File: src/common/fetch_cfg.svh
/*
 * Build-time constants for the block fetch subsystem.
 * Register offsets match the low address byte seen by the slave port.
 * Include wherever an offset, the block limit or a GPIO pin is needed.
 */
`ifndef FETCH_CFG_SVH
`define FETCH_CFG_SVH

// Longest block the master will read, in 32-bit words
`define FETCH_MAX_LEN 256

`define REG_CTRL     8'h00 // W: bit 0 start, bit 1 clear done
`define REG_ADDR     8'h04 // Start byte address
`define REG_LEN      8'h08 // Word count, clamped
`define REG_STATUS   8'h0C // Bit 0 busy, bit 1 done
`define REG_SUM      8'h10
`define REG_XOR      8'h14
`define REG_PEAK     8'h18
`define REG_PEAK_IDX 8'h1C

`define GPIO_BUSY_PIN 5 // Fetch in progress
`define GPIO_DONE_PIN 6 // Results ready
`endif

File: src/common/team_02_pkg.sv
/*
 * Shared packed structs for the fetch core and its register block.
 * Modules refer to these by scoped name only.
 */
package team_02_pkg;

    // Command latched at start, handed to the bus master
    typedef struct packed {
        logic [31:0] start_addr; // Byte address, word aligned
        logic [8:0]  len;        // Words, 1 .. 256
    } fetch_cmd_t;

    // One fetched word as seen by the reduction units
    typedef struct packed {
        logic [31:0] data;
        logic [7:0]  index; // Position in block
        logic        last;  // Final word of block
    } fetch_word_t;

    // Checksum pair
    typedef struct packed {
        logic [31:0] sum;     // Wraparound sum
        logic [31:0] xor_val; // XOR of all words
    } checksum_t;

    // Largest unsigned word and where it first appeared
    typedef struct packed {
        logic [31:0] value;
        logic [7:0]  index;
    } peak_t;

    // Merged record, read back by software
    typedef struct packed {
        checksum_t cks;
        peak_t     peak;
    } block_result_t;

endpackage

File: src/team_02_wb/team_02_wb.sv
/*
 * Wishbone slave register block of the fetch subsystem.
 * Holds start address and length, issues start and clear pulses
 * and returns status and merged results with a single-cycle ack.
 */
`include "fetch_cfg.svh"

module team_02_wb (
    input  logic                       clk_i,
    input  logic                       rst_i,
    input  logic                       stb_i,
    input  logic                       cyc_i,
    input  logic                       we_i,
    input  logic [3:0]                 sel_i,
    input  logic [31:0]                adr_i,
    input  logic [31:0]                dat_i,
    input  logic                       busy_i,
    input  logic                       done_i,
    input  team_02_pkg::block_result_t result_i,
    output logic                       ack_o,
    output logic [31:0]                dat_o,
    output logic                       start_o,
    output team_02_pkg::fetch_cmd_t    cmd_o,
    output logic                       done_clr_o
);

    logic        access;            // Transfer taken this cycle
    logic        wr_ctrl, wr_addr, wr_len;
    logic [31:0] addr_q;
    logic [8:0]  len_q;
    logic [31:0] len_old;           // Length widened to bus width
    logic [31:0] addr_new, len_new; // Byte-merged write values
    logic [8:0]  len_clamped;
    logic [31:0] rd_data;

    assign access  = stb_i & cyc_i & ~ack_o;
    assign wr_ctrl = access & we_i & (adr_i[7:0] == `REG_CTRL);
    assign wr_addr = access & we_i & (adr_i[7:0] == `REG_ADDR);
    assign wr_len  = access & we_i & (adr_i[7:0] == `REG_LEN);
    assign len_old = {23'b0, len_q};

    // Merge selected bytes over the current contents
    always_comb begin
        for (int b = 0; b < 4; b++) begin
            addr_new[8*b +: 8] = sel_i[b] ? dat_i[8*b +: 8] : addr_q[8*b +: 8];
            len_new[8*b +: 8]  = sel_i[b] ? dat_i[8*b +: 8] : len_old[8*b +: 8];
        end
    end

    assign len_clamped = (len_new > `FETCH_MAX_LEN) ? 9'(`FETCH_MAX_LEN) : len_new[8:0];

    always_comb begin
        case (adr_i[7:0])
            `REG_ADDR:     rd_data = addr_q;
            `REG_LEN:      rd_data = len_old;
            `REG_STATUS:   rd_data = {30'b0, done_i, busy_i};
            `REG_SUM:      rd_data = result_i.cks.sum;
            `REG_XOR:      rd_data = result_i.cks.xor_val;
            `REG_PEAK:     rd_data = result_i.peak.value;
            `REG_PEAK_IDX: rd_data = {24'b0, result_i.peak.index};
            default:       rd_data = '0; // CTRL is write only
        endcase
    end

    always_ff @(posedge clk_i) begin
        if (rst_i) begin
            ack_o      <= 1'b0;
            start_o    <= 1'b0;
            done_clr_o <= 1'b0;
            addr_q     <= '0;
            len_q      <= '0;
        end else begin
            ack_o      <= access;
            // No start while a block is running or nothing to fetch
            start_o    <= wr_ctrl & sel_i[0] & dat_i[0] & ~busy_i & (len_q != 9'd0);
            done_clr_o <= wr_ctrl & sel_i[0] & dat_i[1];
            if (wr_addr) addr_q <= addr_new;
            if (wr_len)  len_q  <= len_clamped;
        end
    end

    // Read data lands together with ack
    always_ff @(posedge clk_i) begin
        if (access && !we_i) dat_o <= rd_data;
    end

    assign cmd_o = '{start_addr: addr_q, len: len_q};

    // Single-cycle ack, so back-to-back strobes see a gap
    a_ack_single: assert property (@(posedge clk_i) disable iff (rst_i)
        ack_o |=> !ack_o);

endmodule

File: src/fetch/wbm_fetch.sv
/*
 * Wishbone read master for one block of 32-bit words.
 * Keeps a single request outstanding and hands each acked word,
 * with its index and last flag, to the reduction units.
 */
`include "fetch_cfg.svh"

module wbm_fetch (
    input  logic                     clk_i,
    input  logic                     rst_i,
    input  logic                     start_i,
    input  team_02_pkg::fetch_cmd_t  cmd_i,
    input  logic                     ack_i,
    input  logic [31:0]              dat_i,
    output logic [31:0]              adr_o,
    output logic [31:0]              dat_o,
    output logic [3:0]               sel_o,
    output logic                     we_o,
    output logic                     stb_o,
    output logic                     cyc_o,
    output logic                     word_valid_o,
    output team_02_pkg::fetch_word_t word_o
);

    localparam int IDX_W = $clog2(`FETCH_MAX_LEN); // 8 bits of word index

    typedef enum logic {
        IDLE,
        READ
    } state_t;

    state_t           state_q;
    logic [31:0]      adr_q;
    logic [IDX_W-1:0] idx_q;   // Word now on the bus
    logic [IDX_W:0]   len_q;   // Block length from command
    logic             xfer;    // Word accepted this cycle
    logic             last_word;

    assign xfer      = (state_q == READ) & ack_i;
    assign last_word = ({1'b0, idx_q} == len_q - 1'b1);

    always_ff @(posedge clk_i) begin
        if (rst_i) begin
            state_q <= IDLE;
            adr_q   <= '0;
            idx_q   <= '0;
            len_q   <= '0;
        end else begin
            case (state_q)
                IDLE: begin
                    if (start_i) begin
                        adr_q   <= cmd_i.start_addr;
                        len_q   <= cmd_i.len;
                        idx_q   <= '0;
                        state_q <= READ; // Strobe one cycle after start
                    end
                end
                READ: begin
                    if (ack_i) begin
                        if (last_word) begin
                            state_q <= IDLE; // Bus released after final ack
                        end else begin
                            adr_q <= adr_q + 32'd4;
                            idx_q <= idx_q + 1'b1;
                        end
                    end
                end
                default: state_q <= IDLE;
            endcase
        end
    end

    // Read-only, full word
    assign adr_o = adr_q;
    assign dat_o = '0;
    assign sel_o = 4'hF;
    assign we_o  = 1'b0;
    assign stb_o = (state_q == READ);
    assign cyc_o = (state_q == READ);

    // Word passes straight through on the ack cycle
    assign word_valid_o = xfer;
    assign word_o       = '{data: dat_i, index: idx_q, last: last_word};

    // Request held steady inside the cycle until the slave acks
    a_req_hold: assert property (@(posedge clk_i) disable iff (rst_i)
        stb_o && !ack_i |=> stb_o && cyc_o && $stable(adr_o));

endmodule

File: src/fetch/block_checksum.sv
/*
 * Running wraparound sum and XOR over one fetched block.
 * Cleared by start, result valid pulses the cycle after the last word.
 */
module block_checksum (
    input  logic                     clk_i,
    input  logic                     rst_i,
    input  logic                     start_i,
    input  logic                     word_valid_i,
    input  team_02_pkg::fetch_word_t word_i,
    output logic                     sum_valid_o,
    output team_02_pkg::checksum_t   sum_o
);

    logic [31:0] sum_q;
    logic [31:0] xor_q;

    always_ff @(posedge clk_i) begin
        if (rst_i) begin
            sum_valid_o <= 1'b0;
        end else begin
            sum_valid_o <= word_valid_i & word_i.last;
        end
    end

    // Accumulators
    always_ff @(posedge clk_i) begin
        if (start_i) begin
            sum_q <= '0;
            xor_q <= '0;
        end else if (word_valid_i) begin
            sum_q <= sum_q + word_i.data; // Carry out dropped
            xor_q <= xor_q ^ word_i.data;
        end
    end

    assign sum_o = '{sum: sum_q, xor_val: xor_q};

endmodule

File: src/fetch/block_peak.sv
/*
 * Tracks the largest unsigned word of a block and its index.
 * Only a strictly larger word replaces the peak, so ties keep
 * the first occurrence. Result valid follows the last word by a cycle.
 */
module block_peak (
    input  logic                     clk_i,
    input  logic                     rst_i,
    input  logic                     start_i,
    input  logic                     word_valid_i,
    input  team_02_pkg::fetch_word_t word_i,
    output logic                     peak_valid_o,
    output team_02_pkg::peak_t       peak_o
);

    logic [31:0] peak_q;
    logic [7:0]  idx_q;
    logic        load;   // Take the incoming word as new peak

    // First word of a block always loads
    assign load = word_valid_i &
                  ((word_i.index == 8'd0) | (word_i.data > peak_q));

    always_ff @(posedge clk_i) begin
        if (rst_i) begin
            peak_valid_o <= 1'b0;
        end else begin
            peak_valid_o <= word_valid_i & word_i.last;
        end
    end

    always_ff @(posedge clk_i) begin
        if (start_i) begin
            peak_q <= '0;
            idx_q  <= '0;
        end else if (load) begin
            peak_q <= word_i.data;
            idx_q  <= word_i.index;
        end
    end

    assign peak_o = '{value: peak_q, index: idx_q};

endmodule

File: src/fetch/result_merge.sv
/*
 * Joins checksum and peak into one result record.
 * Owns the busy and done flags; the interrupt level follows done
 * until software clears it or a new block starts.
 */
module result_merge (
    input  logic                       clk_i,
    input  logic                       rst_i,
    input  logic                       start_i,
    input  logic                       done_clr_i,
    input  logic                       sum_valid_i,
    input  team_02_pkg::checksum_t     sum_i,
    input  logic                       peak_valid_i,
    input  team_02_pkg::peak_t         peak_i,
    output team_02_pkg::block_result_t result_o,
    output logic                       busy_o,
    output logic                       done_o,
    output logic                       irq_o
);

    logic res_valid; // Both reductions finished

    assign res_valid = sum_valid_i & peak_valid_i;

    always_ff @(posedge clk_i) begin
        if (rst_i) begin
            busy_o <= 1'b0;
            done_o <= 1'b0;
        end else if (start_i) begin
            busy_o <= 1'b1;
            done_o <= 1'b0; // Stale results no longer flagged
        end else if (res_valid) begin
            busy_o <= 1'b0;
            done_o <= 1'b1;
        end else if (done_clr_i) begin
            done_o <= 1'b0;
        end
    end

    // Record held until the next block completes
    always_ff @(posedge clk_i) begin
        if (res_valid) result_o <= '{cks: sum_i, peak: peak_i};
    end

    assign irq_o = done_o;

    // Both units see the same last word, so they finish together
    a_valid_align: assert property (@(posedge clk_i) disable iff (rst_i)
        sum_valid_i == peak_valid_i);

    // Results only arrive for a block that was started
    a_valid_busy: assert property (@(posedge clk_i) disable iff (rst_i)
        sum_valid_i |-> busy_o);

endmodule

File: src/source/team_02_wrapper.sv
/*
 * Top level of the team user block in the harness.
 * Connects the slave register block, the fetch master, both reductions
 * and the merge stage, and maps busy and done onto GPIO pins.
 */
`include "fetch_cfg.svh"

module team_02_wrapper (
    input  logic        wb_clk_i,
    input  logic        rst_i,
    // Wishbone slave from the management core
    input  logic        wbs_stb_i,
    input  logic        wbs_cyc_i,
    input  logic        wbs_we_i,
    input  logic [3:0]  wbs_sel_i,
    input  logic [31:0] wbs_dat_i,
    input  logic [31:0] wbs_adr_i,
    output logic        wbs_ack_o,
    output logic [31:0] wbs_dat_o,
    // Wishbone master towards memory
    output logic [31:0] wbm_adr_o,
    output logic [31:0] wbm_dat_o,
    output logic [3:0]  wbm_sel_o,
    output logic        wbm_we_o,
    output logic        wbm_stb_o,
    output logic        wbm_cyc_o,
    input  logic        wbm_ack_i,
    input  logic [31:0] wbm_dat_i,
    // Pads, no inputs consumed by this block
    input  logic [37:0] gpio_in_i,
    output logic [37:0] gpio_out_o,
    output logic [37:0] gpio_oeb_o, // Active low enable
    output logic [2:0]  irq_o
);

    logic                        start, done_clr, busy, done, irq;
    logic                        word_valid, sum_valid, peak_valid;
    team_02_pkg::fetch_cmd_t     cmd;
    team_02_pkg::fetch_word_t    word;
    team_02_pkg::checksum_t      cks;
    team_02_pkg::peak_t          peak;
    team_02_pkg::block_result_t  result;

    team_02_wb u_wb (
        .clk_i(wb_clk_i), .rst_i(rst_i),
        .stb_i(wbs_stb_i), .cyc_i(wbs_cyc_i), .we_i(wbs_we_i),
        .sel_i(wbs_sel_i), .adr_i(wbs_adr_i), .dat_i(wbs_dat_i),
        .busy_i(busy), .done_i(done), .result_i(result),
        .ack_o(wbs_ack_o), .dat_o(wbs_dat_o),
        .start_o(start), .cmd_o(cmd), .done_clr_o(done_clr)
    );

    wbm_fetch u_fetch (
        .clk_i(wb_clk_i), .rst_i(rst_i), .start_i(start), .cmd_i(cmd),
        .ack_i(wbm_ack_i), .dat_i(wbm_dat_i),
        .adr_o(wbm_adr_o), .dat_o(wbm_dat_o), .sel_o(wbm_sel_o), .we_o(wbm_we_o),
        .stb_o(wbm_stb_o), .cyc_o(wbm_cyc_o),
        .word_valid_o(word_valid), .word_o(word)
    );

    block_checksum u_cks (
        .clk_i(wb_clk_i), .rst_i(rst_i), .start_i(start),
        .word_valid_i(word_valid), .word_i(word),
        .sum_valid_o(sum_valid), .sum_o(cks)
    );

    block_peak u_peak (
        .clk_i(wb_clk_i), .rst_i(rst_i), .start_i(start),
        .word_valid_i(word_valid), .word_i(word),
        .peak_valid_o(peak_valid), .peak_o(peak)
    );

    result_merge u_merge (
        .clk_i(wb_clk_i), .rst_i(rst_i), .start_i(start), .done_clr_i(done_clr),
        .sum_valid_i(sum_valid), .sum_i(cks), .peak_valid_i(peak_valid), .peak_i(peak),
        .result_o(result), .busy_o(busy), .done_o(done), .irq_o(irq)
    );

    // Only the two status pins drive, everything else stays an input
    assign gpio_out_o = (38'(busy) << `GPIO_BUSY_PIN) | (38'(done) << `GPIO_DONE_PIN);
    assign gpio_oeb_o = ~((38'd1 << `GPIO_BUSY_PIN) | (38'd1 << `GPIO_DONE_PIN));
    assign irq_o      = {2'b00, irq}; // Upper lines unused

endmodule

File: config.mk
export PLATFORM = sky130hd
export DESIGN_NAME = team_02_wrapper
export DESIGN_NICKNAME = d
export VERILOG_FILES = /design/src/common/team_02_pkg.sv /design/src/team_02_wb/team_02_wb.sv /design/src/fetch/wbm_fetch.sv /design/src/fetch/block_checksum.sv /design/src/fetch/block_peak.sv /design/src/fetch/result_merge.sv /design/src/source/team_02_wrapper.sv
export VERILOG_INCLUDE_DIRS = /design/src /design/src/common
export SDC_FILE = /design/constraint.sdc
export NUM_CORES = 1
export LEC_CHECK = 0
export BUFFER_PORTS_ARGS = -buffer_cell sky130_fd_sc_hd__buf_2
export CORE_MARGIN = 2
export CORE_UTILIZATION = 30
export DETAILED_ROUTE_END_ITERATION = 8
export PLACE_DENSITY = 0.54
export SYNTH_ARGS = -nofsm -noshare
export SYNTH_HDL_FRONTEND = slang
export SYNTH_SLANG_ARGS = --single-unit
File: constraint.sdc
create_clock -name wb_clk_i -period 3.25 [get_ports wb_clk_i]
set_input_delay 0.65 -clock wb_clk_i [delete_from_list [all_inputs] [get_ports wb_clk_i]]
set_output_delay 0.65 -clock wb_clk_i [all_outputs]
set_load 0.02 [all_outputs]
==> flow_metrics.tcl <==
set metrics [dict create \
    status "complete, no violations" \
    cts_tree "done" \
    irDropWorstVdd_uv 290 \
    worst_slew_pin_slew_ps 961 \
    critPathTopFamily "compound AO/OA/AOI/OAI gates" \
    grt_start_max_net_pins 80 \
    drc_errors 0 \
    cts_resized 0 \
    drtIter0Drc 1259 \
    start_util 0.302 \
    synth_edf_count 136 \
    clkSinkCount 337 \
    ys_types 71 \
    required_ps 3680 \
    cts_hold_repair.buffers 0 \
    final_hold_viol_count 0 \
    setup-tns-final_ps 0 \
    ctsLongestPathBuffers 3 \
    drv_cap 0 \
    fp-row-count 87 \
    synth_top_area_share 0.241 \
    syn_inst 1808 \
    dpl.cell_count 2690 \
    nFillCells 5709 \
    grt-ovfl-total 0 \
    slowest_delay_ps 430 \
    wl_mm 50.7 \
    cpMaxStageDelayCell "dfxtp_1" \
    crit_path_end_kind "register" \
    portBuffers 151 \
    seq_area_um2 8110 \
    syn_area_um2 17000 \
    crit_buf_inv 1 \
    place_congestion 0.876 \
    grt_usage 0.169 \
    final_max_slew_viol_count 0 \
    grt-busiest-layer "met2" \
    rsz0062_at_grt "yes" \
    die_w_um 242 \
    grt_pass1_vias 13061 \
    synthArstFlopShare 0 \
    path_cells "ha_1 > a21o_1 > a2111oi_1 > buf_4 > and3b_1 > o21ai_0 > a31oi_1 > o21ai_1 > a2111oi_0 > a311o_1" \
    ant_nets 0 \
    grt_use_met3 0.0260 \
    synth_area_leaders "edfxtp_1 24%, dfxtp_1 24%, nand2_1 6.9%" \
    finClkSkew_ps 18.6 \
    fmax_mhz 327 \
    fin_crit_sh 0.942 \
    layout-drive-gt1-share 0.161 \
    relSlewSlack 0.360 \
    synth_largest_area_cell "edfxtp_1" \
    crit_fanout 4 \
    internal_power_mw 7.65 \
    synth_seq_cells 337 \
    dieArea_um2 58500 \
    clk_latency_ps 550 \
    yosysSeqAreaShare 0.478 \
    synth_common_cells "310 x nand2_1, 201 x dfxtp_1, 142 x a21oi_1, 136 x edfxtp_1, 124 x buf_4" \
    finalNonFillerCells 2763 \
    power_leakage_nw 8.18 \
    comb_power_share 0.109 \
    post-cts-setup-buffers 0 \
    switchingPower_mw 2.61 \
    die_h_um 242 \
    grt_pass1_wl_mm 77.6 \
    pwr_density_cell_nw_per_um2 519 \
    clkTransAtPathRegs_ps 70 \
    area_growth_syn_to_layout_pct 16.6 \
    ios 327 \
    drt-vias-per-instance 4.96 \
    wl_per_cell_um 18.3 \
    coreArea_um2 56200 \
    r2r_slack_ps 190 \
    ys.flop_type "dfxtp_1" \
    dp_hpwl_mm 36.3 \
    grtUsageMet2 0.269 \
    switching_share 0.254 \
    routed-via-count 13692 \
    crit_arrival_ps 3490 \
    grt.met1_usage 0.239 \
    grt_antenna_before_repair 6 \
    dr.pass1.iters 7 \
    cp-start-kind "register" \
    avgSynthCellArea_um2 9.39 \
    critPathKind "reg -> reg" \
    post-route-min-period_ps 3060 \
    root_buffer "clkbuf_16" \
    cts-htree-levels 2 \
    seqPwrFrac 0.455 \
    numCtsBuffers 39 \
    multi_input_area_um2 7820 \
    hold_path.class "in -> reg" \
    final_core_utilization 0.352 \
    p_clk_frac 0.436 \
    yosys_warnings 0 \
    power_mw 10.3 \
    fin_nets 2187 \
    setup_violations 0 \
    yosysMostFrequentCell "nand2_1" \
]
kinds of logic (layout without fill, tap and decap cells):
logic type	count (synthesis)	in the layout	synth area share
compound gates	398	398	0.158
xor+xnor	61	61	0.0315
fa+ha+maj	68	68	0.0506
buf+inv	270	356	0.0890
flops	337	337	0.478
mux	45	45	0.0265
other cells	2	115	0.000443
simple gates	627	627	0.166
worst paths after layout:
check / cells after the start / start / endpoint
max: 10 / u_cks.sum_q[1] / u_cks.sum_q[27]
min: 3 / wbs_dat_i[11] / u_wb.addr_q[11]
max reg2reg: 10 / u_cks.sum_q[1] / u_cks.sum_q[27]
min reg2reg: 0 / u_peak.idx_q[6] / u_merge.result_o[6]
power groups by stage:
stage / sequential (mW) / clock (mW) / combinational (mW)
global route: 4.69 / 4.71 / 1.25
detailed placement: 4.76 / 0 / 1.10
finish: 4.67 / 4.47 / 1.12
global placement: 4.76 / 0 / 1.08
CTS: 4.67 / 4.57 / 1.11
floorplan: 4.74 / 0 / 0.859
cells in the final DEF (no fill, tap or decap), types with 7 or more instances in the layout:
master / n
nand2_1: 310
dfxtp_1: 198
buf_2: 150
a21oi_1: 142
edfxtp_1: 136
conb_1: 113
nor2_1: 104
buf_4: 75
ha_1: 67
nand3_1: 63
inv_1: 55
o21ai_0: 48
mux2i_1: 45
xor2_1: 41
clkbuf_16: 41
a21o_1: 35
a22oi_1: 31
a222oi_1: 30
nor3_1: 26
a211oi_1: 21
nand4_1: 20
xnor2_1: 20
and3_1: 19
nor4_1: 14
nand2b_1: 14
clkinv_2: 11
or3_1: 9
and2_1: 9
a31oi_1: 9
o21a_1: 9
nor2b_1: 8
o32ai_1: 7
registers in the layout (all words and copies together), names as in the netlist:
| register | count |
|---|---|
| u_fetch.cyc_o | 1 |
| u_peak.peak_q | 32 |
| u_fetch.adr_o | 32 |
| u_wb.done_clr_o | 1 |
| u_cks.sum_q | 32 |
| u_merge.busy_o | 1 |
| u_fetch.len_q | 9 |
| u_wb.start_o | 1 |
| u_cks.xor_q | 32 |
| u_wb.dat_o | 32 |
| u_merge.result_o | 104 |
| u_peak.idx_q | 8 |
| u_wb.ack_o | 1 |
| u_peak.peak_valid_o | 1 |
| u_merge.done_o | 1 |
| u_wb.addr_q | 32 |
| u_fetch.idx_q | 8 |
| u_wb.len_q | 9 |
layout make-up:
type,instances,share of cell area
timing repair buffer,229,0.0704
tap,756,0.0478
multi-input combinational,1312,0.395
clock inverter,27,0.0128
antenna,2,0.000253
clock buffer,44,0.0529
sequential,337,0.410
inverter,56,0.0106
tightest hold or removal path, stage by stage:
cell	delay, ps
buf_2	110
nand3_1	60
a21oi_1	60
per-layer routing:
| layer | up-vias | part of all wire |
|---|---|---|
| li1 | 6593 | - |
| met1 | 6606 | 0.46 |
| met2 | 422 | 0.46 |
| met3 | 65 | 0.065 |
| met4 | 6 | 0.020 |
| met5 | - | 0.00087 |
through the flow:
stage | setup WS, ps | hold slack, ps | instance area (µm²)
floorplan | 203 | 408 | 17400
global placement | -168 | 417 | 18500
detailed placement | -204 | 416 | 18500
CTS | 174 | 355 | 19800
global route | -0.0751 | 386 | 19800
finish | 188 | 383 | 19800
Power figures use the tool's default switching activity.
